==> src/verilog/dcache_params.svh <==
`ifndef DCACHE_PARAMS_SVH
`define DCACHE_PARAMS_SVH

// ========================================
// Cache geometry
// ========================================
`define DC_XLEN          32                            // Core word width
`define DC_LINE_BITS     128                           // Four words per line
`define DC_N_WAYS        4                             // Associativity
`define DC_N_SETS        16                            // Sets per way

// Address field widths, derived from the geometry above
`define DC_BYTE_OFS_BITS $clog2(`DC_XLEN / 8)
`define DC_WORD_OFS_BITS $clog2(`DC_LINE_BITS / `DC_XLEN)
`define DC_SET_BITS      $clog2(`DC_N_SETS)
`define DC_TAG_BITS      (`DC_XLEN - `DC_SET_BITS - `DC_WORD_OFS_BITS - `DC_BYTE_OFS_BITS)

`endif
==> src/verilog/dcache_pkg.sv <==
`include "dcache_params.svh"

package dcache_pkg;

    // ========================================
    // Address fields
    // ========================================
    typedef logic [`DC_TAG_BITS-1:0]      tag_t;      // Upper address bits kept per line
    typedef logic [`DC_SET_BITS-1:0]      set_idx_t;  // Selects one set
    typedef logic [`DC_WORD_OFS_BITS-1:0] word_ofs_t; // Word within a line

    // ========================================
    // Way selection
    // ========================================
    typedef logic [$clog2(`DC_N_WAYS)-1:0] way_sel_t; // Encoded way number
    typedef logic [`DC_N_WAYS-1:0]         way_mask_t; // One bit per way, write enables

    // Line payload, word 0 in the low bits
    typedef logic [`DC_LINE_BITS-1:0] line_t;

    // Per-way status bits
    typedef struct packed {
        logic valid;                                   // Line holds memory data
        logic dirty;                                   // Line differs from memory
    } way_state_t;

endpackage

==> src/verilog/line_state.sv <==
`timescale 1ns/1ps
`include "dcache_params.svh"

module line_state (
    input  logic                                    clk_i,
    input  logic                                    rst_i,
    input  dcache_pkg::set_idx_t                    set_i,
    output dcache_pkg::way_state_t [`DC_N_WAYS-1:0] state_o,
    output dcache_pkg::way_sel_t                    victim_o,
    input  logic                                    fill_i,
    input  dcache_pkg::way_sel_t                    fill_way_i,
    input  logic                                    fill_dirty_i,
    input  logic                                    mark_dirty_i,
    input  dcache_pkg::way_sel_t                    hit_way_i
);

    dcache_pkg::way_mask_t valid_q [`DC_N_SETS];      // Valid bit per way
    dcache_pkg::way_mask_t dirty_q [`DC_N_SETS];      // Dirty bit per way
    dcache_pkg::way_sel_t  fifo_q  [`DC_N_SETS];      // Next way to replace

    // ========================================
    // Combinational read of the addressed set
    // ========================================
    always_comb
    begin
        for (int w = 0; w < `DC_N_WAYS; w++)
        begin
            state_o[w].valid = valid_q[set_i][w];
            state_o[w].dirty = dirty_q[set_i][w];
        end
    end

    assign victim_o = fifo_q[set_i];                   // Oldest fill in the set

    // ========================================
    // Updates
    // ========================================
    always_ff @(posedge clk_i)
    begin
        if (rst_i)
        begin
            for (int s = 0; s < `DC_N_SETS; s++)
            begin
                valid_q[s] <= '0;                      // Everything invalid
                dirty_q[s] <= '0;
                fifo_q[s]  <= '0;
            end
        end
        else
        begin
            if (fill_i)
            begin
                valid_q[set_i][fill_way_i] <= 1'b1;
                dirty_q[set_i][fill_way_i] <= fill_dirty_i; // Dirty after a store miss
                fifo_q[set_i]              <= fifo_q[set_i] + 1'b1; // Wraps over the ways
            end
            if (mark_dirty_i)
                dirty_q[set_i][hit_way_i] <= 1'b1;    // Store hit
        end
    end

endmodule

==> config.mk <==
export PLATFORM = sky130hd
export DESIGN_NAME = line_state
export DESIGN_NICKNAME = d
export VERILOG_FILES = /design/src/verilog/dcache_pkg.sv /design/src/verilog/line_state.sv
export VERILOG_INCLUDE_DIRS = /design/src /design/src/verilog
export SDC_FILE = /design/constraint.sdc
export NUM_CORES = 1
export LEC_CHECK = 0
export ABC_AREA = 1
export BUFFER_PORTS_ARGS = -buffer_cell sky130_fd_sc_hd__buf_2
export CELL_PAD_IN_SITES_DETAIL_PLACEMENT = 1
export CELL_PAD_IN_SITES_GLOBAL_PLACEMENT = 2
export CORE_MARGIN = 2
export CORE_UTILIZATION = 39
export CTS_CLUSTER_SIZE = 30
export DETAILED_ROUTE_END_ITERATION = 12
export GPL_TIMING_DRIVEN = 0
export PLACE_DENSITY = 0.84
export SLEW_MARGIN = 10
export SYNTH_ARGS = -nofsm -noshare
export SYNTH_HDL_FRONTEND = slang
export SYNTH_SLANG_ARGS = --single-unit
==> constraint.sdc <==
create_clock -name clk_i -period 1.8 [get_ports clk_i]
set_input_delay 0 -clock clk_i [delete_from_list [all_inputs] [get_ports clk_i]]
set_output_delay 0 -clock clk_i [all_outputs]
set_load 0.01 [all_outputs]
======== Word level (Yosys, flattened, before mapping) ========
Memory sizes are Yosys's and may differ from the RTL's.
Cells that the tools add are included.
cells by class
  mux-type cells .......................... 26
  bitwise gates (word level) .............. 4
  add/subtract/negate cells ............... 1
  reduce and logical (&&, ||, !) cells .... 5
  $lt $le $gt $ge ......................... 4
operators with widths
  cell                   count
  $mux W4                9
  $mux W1                14
  $reduce_or A4 Y1       2
  $lt A2 B3 Y1 const B   2
  $demux W1 S2           2
  $ge A2 B1 Y1 const B   2
  $or A1 B1 Y1           4
  $add A2 B1 Y2 const B  1
  $logic_and A1 B1 Y1    2
  $mux W2                1
  $reduce_or A2 Y1       1
storage, ports and cells
  register bits ........................... 0
  memory bits (writable) .................. 160
  memories kept ........................... 3
  word-level logic and storage cells ...... 43
  output and inout port bits .............. 10
memories
  memory   depth  bits a word  read ports  clocked after Yosys merged registers in  write ports  line              RTL
  dirty_q  16     4            1           0                                        16           line_state.sv:18  dcache_pkg::way_mask_t dirty_q [`DC_N_SETS];
  valid_q  16     4            1           0                                        16           line_state.sv:17  dcache_pkg::way_mask_t valid_q [`DC_N_SETS];
  fifo_q   16     2            1           0                                        16           line_state.sv:19  dcache_pkg::way_sel_t fifo_q [`DC_N_SETS];

======== Depth between registers and ports, before layout ========
Gate-level depths: netlist (run 1).
  word-level depth ........................ 8
  depth in mapped cells ................... 14
  depth with buffers taken out ............ 12

======== Worst setup path before layout (run 1) ========
No wires, ideal clock.
  path kind ............................... register to register
  start ................................... mem fifo_q[7][1] (netlist bit)
  end ..................................... mem fifo_q[13][1] (netlist bit) (data pin)
  stages on the path, launching flop included .. 12
  period minus slack after synthesis ...... 1.367 ns
  arrival ................................. 1.114 ns
  slack ................................... 0.433 ns
  path buffers ............................ 1
  cells stage by stage .................... edfxtp_1 -> nand2_2 -> nand2_1 -> nand2_1 -> nand2_1 -> nand2_1 -> nand2_1 -> nor2_1 -> nand2_2 -> nand2_4 -> buf_12 -> nor2_2
RTL lines
  what             line
  start, declared  line_state.sv:19

==> report_table.html, run 1 <==
<table>
<tr><th>Metric</th><th>Value</th></tr>
<tr><th colspan="2">Critical path</th></tr>
<tr><td>Setup Crit Path Kind</td><td>input port to flip-flop</td></tr>
<tr><td>Critical path required time</td><td>1950 ps</td></tr>
<tr><td>Data arrival at the endpoint of the critical path</td><td>1900 ps</td></tr>
<tr><td>Stages on the worst setup path</td><td>8</td></tr>
<tr><td>Capturing element type of the critical path</td><td>flip-flop</td></tr>
<tr><td>Peak fanout along the critical path</td><td>10</td></tr>
<tr><td>Critical Path, Cell by Cell</td><td>buf_2 -&gt; inv_2 -&gt; buf_6 -&gt; nor2_8 -&gt; inv_4 -&gt; nor2_1 -&gt; nand2_1 -&gt; nand2_1</td></tr>
<tr><td>Critical path's slowest cell</td><td>sky130_fd_sc_hd__nor2_1</td></tr>
<tr><td>Worst Path Buf+Inv</td><td>4</td></tr>
<tr><td>Gate family responsible for the most delay along the worst path</td><td>simple AND/OR/NAND/NOR gates</td></tr>
<tr><td>Slowest cell delay on critical path</td><td>720 ps</td></tr>
<tr><td>Launching element of the worst setup path</td><td>set_i[0]</td></tr>
<tr><td>Kind of start point of the critical path</td><td>input port</td></tr>
<tr><td>Worst reg-to-reg path cell count</td><td>12</td></tr>
<tr><td>Worst flop-to-flop path startpoint</td><td>fifo_q[14][0]</td></tr>
<tr><td>Crit-path most repeated cell</td><td>sky130_fd_sc_hd__nand2_1</td></tr>
<tr><th colspan="2">Yosys</th></tr>
<tr><td>Largest area contributor in the netlist</td><td>sky130_fd_sc_hd__edfxtp_1</td></tr>
<tr><td>Number of different library cells in the post-synthesis netlist</td><td>26</td></tr>
<tr><td>Synth Net Count</td><td>897</td></tr>
<tr><td>Number of enable flip-flop cells after synthesis</td><td>96</td></tr>
<tr><td>Cell Area, Synth</td><td>7570 um^2</td></tr>
<tr><td>Post-synthesis instance total</td><td>884</td></tr>
<tr><td>FF+latch count, synth</td><td>160</td></tr>
<tr><td>Sequential area share after synthesis</td><td>55.0%</td></tr>
<tr><td>Cell types with the highest counts after synthesis</td><td>sky130_fd_sc_hd__nand2_1 (282), sky130_fd_sc_hd__nor2_1 (98), sky130_fd_sc_hd__edfxtp_1 (96), sky130_fd_sc_hd__o22ai_1 (88), sky130_fd_sc_hd__inv_1 (84)</td></tr>
<tr><td>Most common cell in the netlist</td><td>sky130_fd_sc_hd__nand2_1</td></tr>
<tr><td>Flip-flop cell with the highest count after synthesis</td><td>sky130_fd_sc_hd__edfxtp_1</td></tr>
<tr><td>Average footprint of a synthesized cell</td><td>8.56 um^2</td></tr>
<tr><td>FFs w/ async S/R, synth</td><td>0%</td></tr>
<tr><td>Synth area leaders</td><td>sky130_fd_sc_hd__edfxtp_1 (38%), sky130_fd_sc_hd__dfxtp_1 (17%), sky130_fd_sc_hd__nand2_1 (14%), sky130_fd_sc_hd__o22ai_1 (7.3%), sky130_fd_sc_hd__nor2_1 (4.9%)</td></tr>
<tr><td>Warnings from Yosys</td><td>0</td></tr>
<tr><td>Area share of the leading cell type in the synthesized netlist</td><td>38.1%</td></tr>
<tr><th colspan="2">Flow run</th></tr>
<tr><td>Max capacitance violation total</td><td>0</td></tr>
<tr><th colspan="2">Clocking</th></tr>
<tr><td>Number of buffers added for setup after CTS</td><td>0</td></tr>
<tr><td>Insertion delay to the later sink of the worst-skew pair</td><td>440 ps</td></tr>
<tr><td>Buffers from clock root to sink, at most</td><td>2</td></tr>
<tr><td>CTS tree</td><td>built</td></tr>
<tr><td>CTS sink count</td><td>160</td></tr>
<tr><td>TritonCTS buffer count</td><td>17</td></tr>
<tr><td>Post-CTS clock slew at the launch and capture registers of the worst setup and hold paths</td><td>70 ps</td></tr>
<tr><td># hold bufs at CTS</td><td>0</td></tr>
<tr><td>H-Tree Level Count</td><td>4</td></tr>
<tr><td>Root buf cell</td><td>sky130_fd_sc_hd__clkbuf_16</td></tr>
<tr><th colspan="2">Layout</th></tr>
<tr><td>Design area</td><td>8610 um^2</td></tr>
<tr><td>Fraction of layout instances using a drive strength above 1</td><td>14.0%</td></tr>
<tr><td>Fill cell total of the finished layout</td><td>2277</td></tr>
<tr><td>Non-filler instance count after layout</td><td>1197</td></tr>
<tr><td>Utilization after layout</td><td>45.6%</td></tr>
<tr><td>Layout Nets</td><td>936</td></tr>
<tr><td>Area Overhead vs Synth</td><td>13.8%</td></tr>
<tr><th colspan="2">Drt</th></tr>
<tr><td>Via count of the routed design</td><td>6303</td></tr>
<tr><td>Average detailed-routed wire length per instance</td><td>20.0 um</td></tr>
<tr><td>Routed vias/inst</td><td>5.27</td></tr>
<tr><td>DRC violations left</td><td>0</td></tr>
<tr><td>Starting DRC count in detailed routing</td><td>400</td></tr>
<tr><td>Final ANT Viol Nets</td><td>0</td></tr>
<tr><td>Drt first pass iters</td><td>4</td></tr>
<tr><td>Total wire length</td><td>23900 um</td></tr>
<tr><th colspan="2">STA</th></tr>
<tr><td>Pin slew with the least headroom to its limit</td><td>923 ps</td></tr>
<tr><td>Remaining max-slew budget at the tightest pin</td><td>38.3%</td></tr>
<tr><td>TNS Setup</td><td>0 ps</td></tr>
<tr><td>Hold WS</td><td>63.5 ps</td></tr>
<tr><td>Final Hold Vio Count</td><td>0</td></tr>
<tr><td>Number of max-slew violations in the final report</td><td>0</td></tr>
<tr><td>Worst Slack Setup Final</td><td>49.9 ps</td></tr>
<tr><td>FMAX</td><td>0.571 GHz</td></tr>
<tr><td>Clock Skews</td><td>6.61 ps</td></tr>
<tr><td>Final setup viols</td><td>0</td></tr>
<tr><td>Final critical path time including I/O delays and setup</td><td>1750 ps</td></tr>
<tr><td>Final cycle utilization of the critical path</td><td>97.2%</td></tr>
<tr><th colspan="2">Place</th></tr>
<tr><td>Area of placed instances</td><td>8000 um^2</td></tr>
<tr><td># placed instances</td><td>1165</td></tr>
<tr><td>Worst setup timing slack at the placement stage</td><td>-467 ps</td></tr>
<tr><td>Placer's final routability congestion estimate</td><td>0.800</td></tr>
<tr><td>I/O Buffers</td><td>21</td></tr>
<tr><td>Detail Placement HPWL</td><td>16200 um</td></tr>
<tr><th colspan="2">Worst hold path</th></tr>
<tr><td>Hold Path Class</td><td>input port to flip-flop</td></tr>
<tr><td>Number of cells traversed by the worst hold path</td><td>3</td></tr>
<tr><td>Hold path startpoint</td><td>fill_way_i[0]</td></tr>
<tr><th colspan="2">Global route</th></tr>
<tr><td>Via count of the first global-routing pass</td><td>6248</td></tr>
<tr><td>Overflow left after global routing</td><td>0</td></tr>
<tr><td>Global-route wire length before repair</td><td>36500 um</td></tr>
<tr><td>Total track usage</td><td>24.4%</td></tr>
<tr><td>Number of antenna violations at the first check in global routing</td><td>0</td></tr>
<tr><td>Pin count of the biggest net entering global routing</td><td>19</td></tr>
<tr><th colspan="2">Die</th></tr>
<tr><td>Die width</td><td>143 um</td></tr>
<tr><td>Num ports</td><td>23</td></tr>
<tr><td>Core outline area</td><td>18900 um^2</td></tr>
<tr><td>Number of rows in the core area</td><td>50</td></tr>
<tr><td>Die ar.</td><td>20500 um^2</td></tr>
<tr><td>Die height</td><td>143 um</td></tr>
<tr><td>Starting density of the core</td><td>40.1%</td></tr>
<tr><th colspan="2">Power</th></tr>
<tr><td>Share of total power in combinational logic</td><td>9.3%</td></tr>
<tr><td>Worst-case vdd ir drop</td><td>0.000723 V</td></tr>
<tr><td>Switching power</td><td>2.23 mW</td></tr>
<tr><td>Net switching share of the total power</td><td>26.3%</td></tr>
<tr><td>Power, Total</td><td>8.49 mW</td></tr>
<tr><td>Sequential share of power</td><td>47.5%</td></tr>
<tr><td>Cell internal pwr</td><td>6.26 mW</td></tr>
<tr><td>Static leakage power</td><td>3.30 nW</td></tr>
<tr><td>P per Cell Area</td><td>985 nW/um^2</td></tr>
<tr><td>Clock network power share</td><td>43.2%</td></tr>
<tr><th colspan="2">Outcome</th></tr>
<tr><td>Status</td><td>completed</td></tr>
</table>
cells by family after synthesis:
kind of cell / Yosys count / synth area share [%]
buffers and inverters: 144 / 8.42
flip-flops: 160 / 55.0
AO/OA/AOI/OAI: 147 / 12.4
AND/OR/NAND/NOR: 433 / 24.2
layout make-up:
cell class	instances	area [um^2]	share of cell area [%]
diodes	1	2.50	0.0291
plain buffers	46	272	3.15
clock buffers	17	425	4.94
clock inverters	15	161	1.87
inverters	97	372	4.31
multi-input cells	580	2790	32.3
flip-flops and latches	160	4160	48.4
well taps	260	325	3.78
repair buffers	21	105	1.22
flip-flops by register name (all words and copies together) (netlist names):
register	flops
valid_q	64
dirty_q	64
fifo_q	32
worst paths after layout:
| path | to | slack, ps |
|---|---|---|
| max | fifo_q[13][0] | 50 |
| min | valid_q[5][1] | 60 |
| max reg2reg | fifo_q[5][1] | 160 |
| min reg2reg | valid_q[6][3] | 470 |
power by group through the flow:
stage          combinational (mW)  clock, mW  sequential (mW)
2_1_floorplan               0.509          0             4.10
3_3_place_gp                0.778          0             4.11
3_5_place_dp                0.785          0             4.11
4_1_cts                     0.786       3.67             4.03
5_1_grt                     0.862       3.81             4.04
6_report                    0.790       3.67             4.03
timing repair:
item,in CTS,in global routing
hold endpoints to repair,0,0
gates resized for setup,1,11
endpoints found under the setup margin,2,37
metal layers:
layer,global-route usage [%],vias up,share of wire [%]
met4,7.43,0,1.8
met3,3.73,31,3.6
met2,41.0,115,48
met1,32.6,3118,46
li1,-,3039,-
met5,0,-,0
layout by cell type (no fill, tap or decap), types with 8 or more instances in the layout:
master	instances
sky130_fd_sc_hd__a22oi_1	34
sky130_fd_sc_hd__buf_2	28
sky130_fd_sc_hd__buf_4	8
sky130_fd_sc_hd__clkbuf_1	18
sky130_fd_sc_hd__clkbuf_16	17
sky130_fd_sc_hd__dfxtp_1	64
sky130_fd_sc_hd__edfxtp_1	96
sky130_fd_sc_hd__inv_1	84
sky130_fd_sc_hd__inv_2	10
sky130_fd_sc_hd__nand2_1	282
sky130_fd_sc_hd__nand2_2	12
sky130_fd_sc_hd__nand4_1	8
sky130_fd_sc_hd__nor2_1	94
sky130_fd_sc_hd__nor2_2	19
sky130_fd_sc_hd__o21ai_0	19
sky130_fd_sc_hd__o22ai_1	88
worst min-delay path: stages:
cell	delay [ps]
sky130_fd_sc_hd__buf_2	120
sky130_fd_sc_hd__nand3_2	210
sky130_fd_sc_hd__o22ai_1	120
(Power assumes the default switching activity.)
==> run 2, diff against run 1 <==
- BUFFER_PORTS_ARGS: -buffer_cell sky130_fd_sc_hd__buf_2 -> unset
- CORE_MARGIN: 2 -> unset
- CORE_UTILIZATION: 39 -> 40
- DONT_BUFFER_PORTS: unset -> 1
==> report_table.html, run 2 (synthesis results as in run 1) <==
<table>
<tr><th>Metric</th><th>Value</th></tr>
<tr><th colspan="2">Layout</th></tr>
<tr><td>Area Overhead vs Synth</td><td>11.8%</td></tr>
<tr><td>Layout Nets</td><td>919</td></tr>
<tr><td>Most common library cell in the layout ignoring fill and taps</td><td>sky130_fd_sc_hd__nand2_1</td></tr>
<tr><td>Non-filler instance count after layout</td><td>1147</td></tr>
<tr><td>Fraction of layout instances using a drive strength above 1</td><td>11.3%</td></tr>
<tr><td>Area used by sequential logic in the layout</td><td>4160 um^2</td></tr>
<tr><td>Total area of multi-input combinational cells</td><td>2770 um^2</td></tr>
<tr><td>Top Registers</td><td>dirty_q: 64 flops, valid_q: 64 flops, fifo_q: 32 flops</td></tr>
<tr><td>Most frequent cells in the layout</td><td>sky130_fd_sc_hd__nand2_1 (282), sky130_fd_sc_hd__nor2_1 (98), sky130_fd_sc_hd__edfxtp_1 (96)</td></tr>
<tr><td>Count of antenna diodes in the layout</td><td>0</td></tr>
<tr><td>Utilization after layout</td><td>46.3%</td></tr>
<tr><td>Fill cell total of the finished layout</td><td>2165</td></tr>
<tr><td>Design area</td><td>8460 um^2</td></tr>
<tr><th colspan="2">STA</th></tr>
<tr><td>Final critical path time including I/O delays and setup</td><td>1750 ps</td></tr>
<tr><td>Pin slew with the least headroom to its limit</td><td>998 ps</td></tr>
<tr><td>TNS Setup</td><td>0 ps</td></tr>
<tr><td>Final setup viols</td><td>0</td></tr>
<tr><td>Clock Skews</td><td>6.58 ps</td></tr>
<tr><td>FMAX</td><td>0.570 GHz</td></tr>
<tr><td>RSZ-0062 raised after global routing</td><td>no</td></tr>
<tr><td>Final Hold Vio Count</td><td>3</td></tr>
<tr><td>Hold WS</td><td>-8.39 ps</td></tr>
<tr><td>Final cycle utilization of the critical path</td><td>97.5%</td></tr>
<tr><td>Remaining max-slew budget at the tightest pin</td><td>33.2%</td></tr>
<tr><td>Number of max-slew violations in the final report</td><td>0</td></tr>
<tr><th colspan="2">Clocking</th></tr>
<tr><td>CTS tree</td><td>built</td></tr>
<tr><td>Insertion delay to the later sink of the worst-skew pair</td><td>440 ps</td></tr>
<tr><td>Buffers from clock root to sink, at most</td><td>2</td></tr>
<tr><td>H-Tree Level Count</td><td>4</td></tr>
<tr><td>Root buf cell</td><td>sky130_fd_sc_hd__clkbuf_16</td></tr>
<tr><td>Post-CTS clock slew at the launch and capture registers of the worst setup and hold paths</td><td>70 ps</td></tr>
<tr><td>CTS sink count</td><td>160</td></tr>
<tr><td>Number of buffers added for setup after CTS</td><td>0</td></tr>
<tr><td>TritonCTS buffer count</td><td>17</td></tr>
<tr><th colspan="2">Drt</th></tr>
<tr><td>Routed vias/inst</td><td>5.60</td></tr>
<tr><td>Drt first pass iters</td><td>7</td></tr>
<tr><td>Top routing layer used</td><td>met4</td></tr>
<tr><td>Average detailed-routed wire length per instance</td><td>21.9 um</td></tr>
<tr><td>Met3 WL</td><td>1270 um</td></tr>
<tr><td>Total wire length</td><td>25100 um</td></tr>
<tr><td>Starting DRC count in detailed routing</td><td>496</td></tr>
<tr><td>Met2 routed WL</td><td>12400 um</td></tr>
<tr><td>Via count of the routed design</td><td>6428</td></tr>
<tr><td>Final ANT Viol Nets</td><td>0</td></tr>
<tr><td>Post-route met1 wirelength</td><td>10800 um</td></tr>
<tr><td>DRC violations left</td><td>0</td></tr>
<tr><th colspan="2">Power</th></tr>
<tr><td>Static leakage power</td><td>3.23 nW</td></tr>
<tr><td>Worst-case vdd ir drop</td><td>0.000749 V</td></tr>
<tr><td>Power, Total</td><td>8.34 mW</td></tr>
<tr><td>P per Cell Area</td><td>986 nW/um^2</td></tr>
<tr><th colspan="2">Place</th></tr>
<tr><td># placed instances</td><td>1113</td></tr>
<tr><td>Detail Placement HPWL</td><td>17100 um</td></tr>
<tr><td>Area of placed instances</td><td>7850 um^2</td></tr>
<tr><td>Placer's final routability congestion estimate</td><td>0.849</td></tr>
<tr><td>I/O Buffers</td><td>0</td></tr>
<tr><th colspan="2">Global route</th></tr>
<tr><td>Global-route wire length before repair</td><td>38200 um</td></tr>
<tr><td>Overflow left after global routing</td><td>0</td></tr>
<tr><td>Pin count of the biggest net entering global routing</td><td>17</td></tr>
<tr><td>Total track usage</td><td>26.8%</td></tr>
<tr><td>Via count of the first global-routing pass</td><td>6732</td></tr>
<tr><td>Number of antenna violations at the first check in global routing</td><td>0</td></tr>
<tr><th colspan="2">Die</th></tr>
<tr><td>Die height</td><td>140 um</td></tr>
<tr><td>Starting density of the core</td><td>41.4%</td></tr>
<tr><td>Num ports</td><td>23</td></tr>
<tr><td>Number of rows in the core area</td><td>49</td></tr>
<tr><td>Core outline area</td><td>18300 um^2</td></tr>
<tr><td>Die ar.</td><td>19500 um^2</td></tr>
<tr><td>Die width</td><td>140 um</td></tr>
<tr><th colspan="2">Critical path</th></tr>
<tr><td>Capturing element type of the critical path</td><td>flip-flop</td></tr>
<tr><td>Kind of start point of the critical path</td><td>input port</td></tr>
<tr><td>Critical path required time</td><td>1950 ps</td></tr>
<tr><td>Setup Crit Path Kind</td><td>input port to flip-flop</td></tr>
<tr><td>Peak fanout along the critical path</td><td>10</td></tr>
<tr><td>Data arrival at the endpoint of the critical path</td><td>1900 ps</td></tr>
<tr><th colspan="2">Flow run</th></tr>
<tr><td>Max capacitance violation total</td><td>0</td></tr>
<tr><th colspan="2">Outcome</th></tr>
<tr><td>Status</td><td>finished, violations left</td></tr>
<tr><td>Failing checks</td><td>hold timing</td></tr>
<tr><th colspan="2">Worst hold path</th></tr>
<tr><td>Hold Path Class</td><td>input port to flip-flop</td></tr>
</table>
-- run 2: final timing paths --
check	start	to	slack, ps	cells after the start
setup reg to reg	fifo_q[9][0]	fifo_q[5][1]	160	12
hold reg to reg	valid_q[6][3]	valid_q[6][3]	470	2
hold / removal	hit_way_i[1]	dirty_q[2][2]	-8	2
setup / recovery	set_i[0]	fifo_q[4][0]	50	7
-- run 2: stage by stage --
| stage | worst slack, ps | hold WS (ps) |
|---|---|---|
| final | 45.6 | -8.39 |
| after global placement | -337 | 351 |
| after CTS | 73.5 | 7.75 |
| after global routing | 9.61 | 5.98 |
| after detailed placement | -341 | 354 |
| after floorplan | 433 | 257 |
-- run 2: what timing repair did --
action                     4_1_cts  5_1_grt
hold buffers                     3        0
setup endpoints to repair        0        2
gates resized for setup          0        2
hold endpoints to repair        36        0
-- run 2: metal layers --
metal  GRT usage (%)  vias up
met5               0        -
met4            9.20        0
met3            6.57       34
met2            45.6      158
met1            33.2     3242
li1                -     2994
-- run 2: final cells by class --
type / instances / share of cell area, %
buffer: 47 / 3.22
clock buffer: 28 / 6.52
clock inverter: 3 / 0.207
inverter: 97 / 4.33
multi-input combinational: 580 / 32.8
sequential: 160 / 49.2
tap: 229 / 3.39
timing repair buffer: 3 / 0.355
-- run 2: power by group --
| group | internal [mW] | total, mW | switching (mW) |
|---|---|---|---|
| clock | 2.08 | 3.55 | 1.47 |
| combinational | 0.196 | 0.768 | 0.573 |
| sequential | 3.99 | 4.03 | 0.0364 |
| total | 6.27 | 8.34 | 2.07 |
-- run 2: worst max-delay path, cell delays in order --
cell,delay (ps)
sky130_fd_sc_hd__buf_6,130
sky130_fd_sc_hd__buf_12,160
sky130_fd_sc_hd__nor2_8,230
sky130_fd_sc_hd__inv_2,180
sky130_fd_sc_hd__nor2_1,800
sky130_fd_sc_hd__nand2_1,220
sky130_fd_sc_hd__nand2_1,170
==> run 3, diff against run 2 <==
- CORE_MARGIN: unset -> 1.5
==> report_table.html, run 3 (synthesis results as in run 1) <==
<table>
<tr><th>Metric</th><th>Value</th></tr>
<tr><th colspan="2">Global route</th></tr>
<tr><td>Global-route wire length before repair</td><td>38300 um</td></tr>
<tr><td>Via count of the first global-routing pass</td><td>6770</td></tr>
<tr><td>Overflow left after global routing</td><td>0</td></tr>
<tr><td>Total track usage</td><td>26.3%</td></tr>
<tr><td>Number of antenna violations at the first check in global routing</td><td>0</td></tr>
<tr><td>Pin count of the biggest net entering global routing</td><td>17</td></tr>
<tr><th colspan="2">Critical path</th></tr>
<tr><td>Launching element of the worst setup path</td><td>set_i[0]</td></tr>
<tr><td>Capturing element type of the critical path</td><td>flip-flop</td></tr>
<tr><td>Critical path required time</td><td>1940 ps</td></tr>
<tr><td>Peak fanout along the critical path</td><td>10</td></tr>
<tr><td>Worst reg-to-reg path cell count</td><td>12</td></tr>
<tr><td>Worst flop-to-flop path startpoint</td><td>fifo_q[8][1]</td></tr>
<tr><td>FF-to-FF setup slack</td><td>170 ps</td></tr>
<tr><td>Slowest cell delay on critical path</td><td>760 ps</td></tr>
<tr><td>Setup Crit Path Kind</td><td>input port to flip-flop</td></tr>
<tr><td>RR Endpoint</td><td>fifo_q[6][1]</td></tr>
<tr><td>Critical Path, Cell by Cell</td><td>inv_2 -&gt; buf_6 -&gt; nor2_8 -&gt; inv_2 -&gt; nor2_1 -&gt; nand2_1 -&gt; nand2_1</td></tr>
<tr><td>Kind of start point of the critical path</td><td>input port</td></tr>
<tr><td>CP endpoint</td><td>fifo_q[5][1]</td></tr>
<tr><td>Data arrival at the endpoint of the critical path</td><td>1840 ps</td></tr>
<tr><td>Critical path's slowest cell</td><td>sky130_fd_sc_hd__nor2_1</td></tr>
<tr><th colspan="2">STA</th></tr>
<tr><td>Hold WS</td><td>-14.5 ps</td></tr>
<tr><td>FMAX</td><td>0.589 GHz</td></tr>
<tr><td>Final setup viols</td><td>0</td></tr>
<tr><td>Pin slew with the least headroom to its limit</td><td>1010 ps</td></tr>
<tr><td>RSZ-0062 raised after global routing</td><td>no</td></tr>
<tr><td>Number of max-slew violations in the final report</td><td>0</td></tr>
<tr><td>Final Hold Vio Count</td><td>5</td></tr>
<tr><td>Final critical path time including I/O delays and setup</td><td>1700 ps</td></tr>
<tr><td>Clock Skews</td><td>8.42 ps</td></tr>
<tr><td>Remaining max-slew budget at the tightest pin</td><td>32.7%</td></tr>
<tr><td>TNS Setup</td><td>0 ps</td></tr>
<tr><td>Final cycle utilization of the critical path</td><td>94.4%</td></tr>
<tr><th colspan="2">Drt</th></tr>
<tr><td>DRC violations left</td><td>0</td></tr>
<tr><td>Starting DRC count in detailed routing</td><td>555</td></tr>
<tr><td>Via count of the routed design</td><td>6440</td></tr>
<tr><td>Drt first pass iters</td><td>5</td></tr>
<tr><td>Total wire length</td><td>24900 um</td></tr>
<tr><td>Routed vias/inst</td><td>5.59</td></tr>
<tr><td>Final ANT Viol Nets</td><td>0</td></tr>
<tr><td>Average detailed-routed wire length per instance</td><td>21.6 um</td></tr>
<tr><th colspan="2">Power</th></tr>
<tr><td>Power, Total</td><td>8.56 mW</td></tr>
<tr><td>Sequential share of power</td><td>47.1%</td></tr>
<tr><td>Static leakage power</td><td>3.26 nW</td></tr>
<tr><td>Net switching share of the total power</td><td>25.0%</td></tr>
<tr><td>P per Cell Area</td><td>1000 nW/um^2</td></tr>
<tr><td>Cell internal pwr</td><td>6.42 mW</td></tr>
<tr><td>Switching power</td><td>2.14 mW</td></tr>
<tr><td>Worst-case vdd ir drop</td><td>0.000727 V</td></tr>
<tr><td>Share of total power in combinational logic</td><td>9.0%</td></tr>
<tr><td>Clock network power share</td><td>44.0%</td></tr>
<tr><th colspan="2">Clocking</th></tr>
<tr><td>CTS tree</td><td>built</td></tr>
<tr><td>Insertion delay to the later sink of the worst-skew pair</td><td>440 ps</td></tr>
<tr><td>TritonCTS buffer count</td><td>17</td></tr>
<tr><td>Number of buffers added for setup after CTS</td><td>0</td></tr>
<tr><td>Buffers from clock root to sink, at most</td><td>2</td></tr>
<tr><td>Post-CTS clock slew at the launch and capture registers of the worst setup and hold paths</td><td>60 ps</td></tr>
<tr><td>H-Tree Level Count</td><td>4</td></tr>
<tr><td>Root buf cell</td><td>sky130_fd_sc_hd__clkbuf_16</td></tr>
<tr><td>CTS sink count</td><td>160</td></tr>
<tr><th colspan="2">Outcome</th></tr>
<tr><td>Status</td><td>finished, violations left</td></tr>
<tr><td>Failing checks</td><td>hold timing</td></tr>
<tr><th colspan="2">Flow run</th></tr>
<tr><td>Max capacitance violation total</td><td>0</td></tr>
<tr><th colspan="2">Layout</th></tr>
<tr><td>Count of antenna diodes in the layout</td><td>0</td></tr>
<tr><td>Area Overhead vs Synth</td><td>12.6%</td></tr>
<tr><td>Most common library cell in the layout ignoring fill and taps</td><td>sky130_fd_sc_hd__nand2_1</td></tr>
<tr><td>Fill cell total of the finished layout</td><td>2189</td></tr>
<tr><td>Fraction of layout instances using a drive strength above 1</td><td>11.8%</td></tr>
<tr><td>Most frequent cells in the layout</td><td>sky130_fd_sc_hd__nand2_1 (282), sky130_fd_sc_hd__nor2_1 (98), sky130_fd_sc_hd__edfxtp_1 (96)</td></tr>
<tr><td>Layout Nets</td><td>919</td></tr>
<tr><td>Top Registers</td><td>dirty_q: 64 flops, valid_q: 64 flops, fifo_q: 32 flops</td></tr>
<tr><th colspan="2">Die</th></tr>
<tr><td>Starting density of the core</td><td>40.6%</td></tr>
<tr><td>Die height</td><td>141 um</td></tr>
<tr><td>Core outline area</td><td>18600 um^2</td></tr>
<tr><td>Die ar.</td><td>19800 um^2</td></tr>
<tr><td>Num ports</td><td>23</td></tr>
<tr><td>Number of rows in the core area</td><td>50</td></tr>
<tr><td>Die width</td><td>141 um</td></tr>
<tr><th colspan="2">Worst hold path</th></tr>
<tr><td>Hold Path Class</td><td>input port to flip-flop</td></tr>
<tr><th colspan="2">Place</th></tr>
<tr><td>Placer's final routability congestion estimate</td><td>0.806</td></tr>
<tr><td>Detail Placement HPWL</td><td>17100 um</td></tr>
<tr><td>I/O Buffers</td><td>0</td></tr>
</table>
-- run 3: cell types whose count changed in the layout (fill, tap and decap cells not counted), sizes merged --
cell / change
clkinv: +4
buf: +1
bufinv: +1
clkbuf: -7
inv: +2
-- run 3: critical path: cells and delay by family --
kind | cells | cell delay (ps)
and+or+nand+nor | 4 | 1410
buffers and inverters | 3 | 410
-- run 3: area by class of cell --
type | instances | area, um^2 | area share [%]
tap | 234 | 293 | 3.43
clock inverter | 10 | 93.8 | 1.10
buffer | 47 | 270 | 3.17
multi-input combinational | 580 | 2780 | 32.6
sequential | 160 | 4160 | 48.8
timing repair buffer | 3 | 30.0 | 0.352
clock buffer | 22 | 528 | 6.19
inverter | 97 | 367 | 4.30
-- run 3: power by group through the flow --
stage	Clock, mW	Combinational, mW	Sequential, mW
after floorplan	0	0.509	4.10
after global placement	0	0.729	4.10
after detailed placement	0	0.753	4.11
after CTS	3.79	0.762	4.03
after global routing	3.93	0.827	4.04
final	3.76	0.767	4.03
-- run 3: timing repair --
item	in CTS	in global routing
hold endpoints to repair	36	0
hold buffers	3	0
gates resized for setup	0	2
setup endpoints to repair	0	2
-- run 3: metrics by stage --
stage | cell area [um^2] | cells | util, % | setup slack, ps
after floorplan | 7570 | 884 | - | 433
after global placement | 7860 | 1118 | 42.2 | -249
after detailed placement | 7860 | 1118 | 42.2 | -310
after CTS | 8510 | 1153 | 45.7 | 91.2
after global routing | 8520 | 1153 | 45.7 | 6.58
final | 8520 | 1153 | 45.7 | 101
-- run 3: per-layer routing --
layer / share of wire [%] / GRT usage (%) / vias up
met4: 1.8 / 8.39 / 0
met2: 51 / 46.8 / 206
met1: 41 / 32.5 / 3206
met5: 0 / 0 / -
li1: - / - / 2998
met3: 5.4 / 4.55 / 30
-- run 3: worst min path at each step --
stage,to,from,cells past startpoint
finish,dirty_q[15][1],hit_way_i[0],2
global route,dirty_q[7][1],hit_way_i[0],2
CTS,valid_q[3][2],fill_way_i[0],3
detailed placement,dirty_q[3][0],fill_dirty_i,2
global placement,dirty_q[3][0],fill_dirty_i,2
floorplan,valid_q[10][1],fill_way_i[0],2
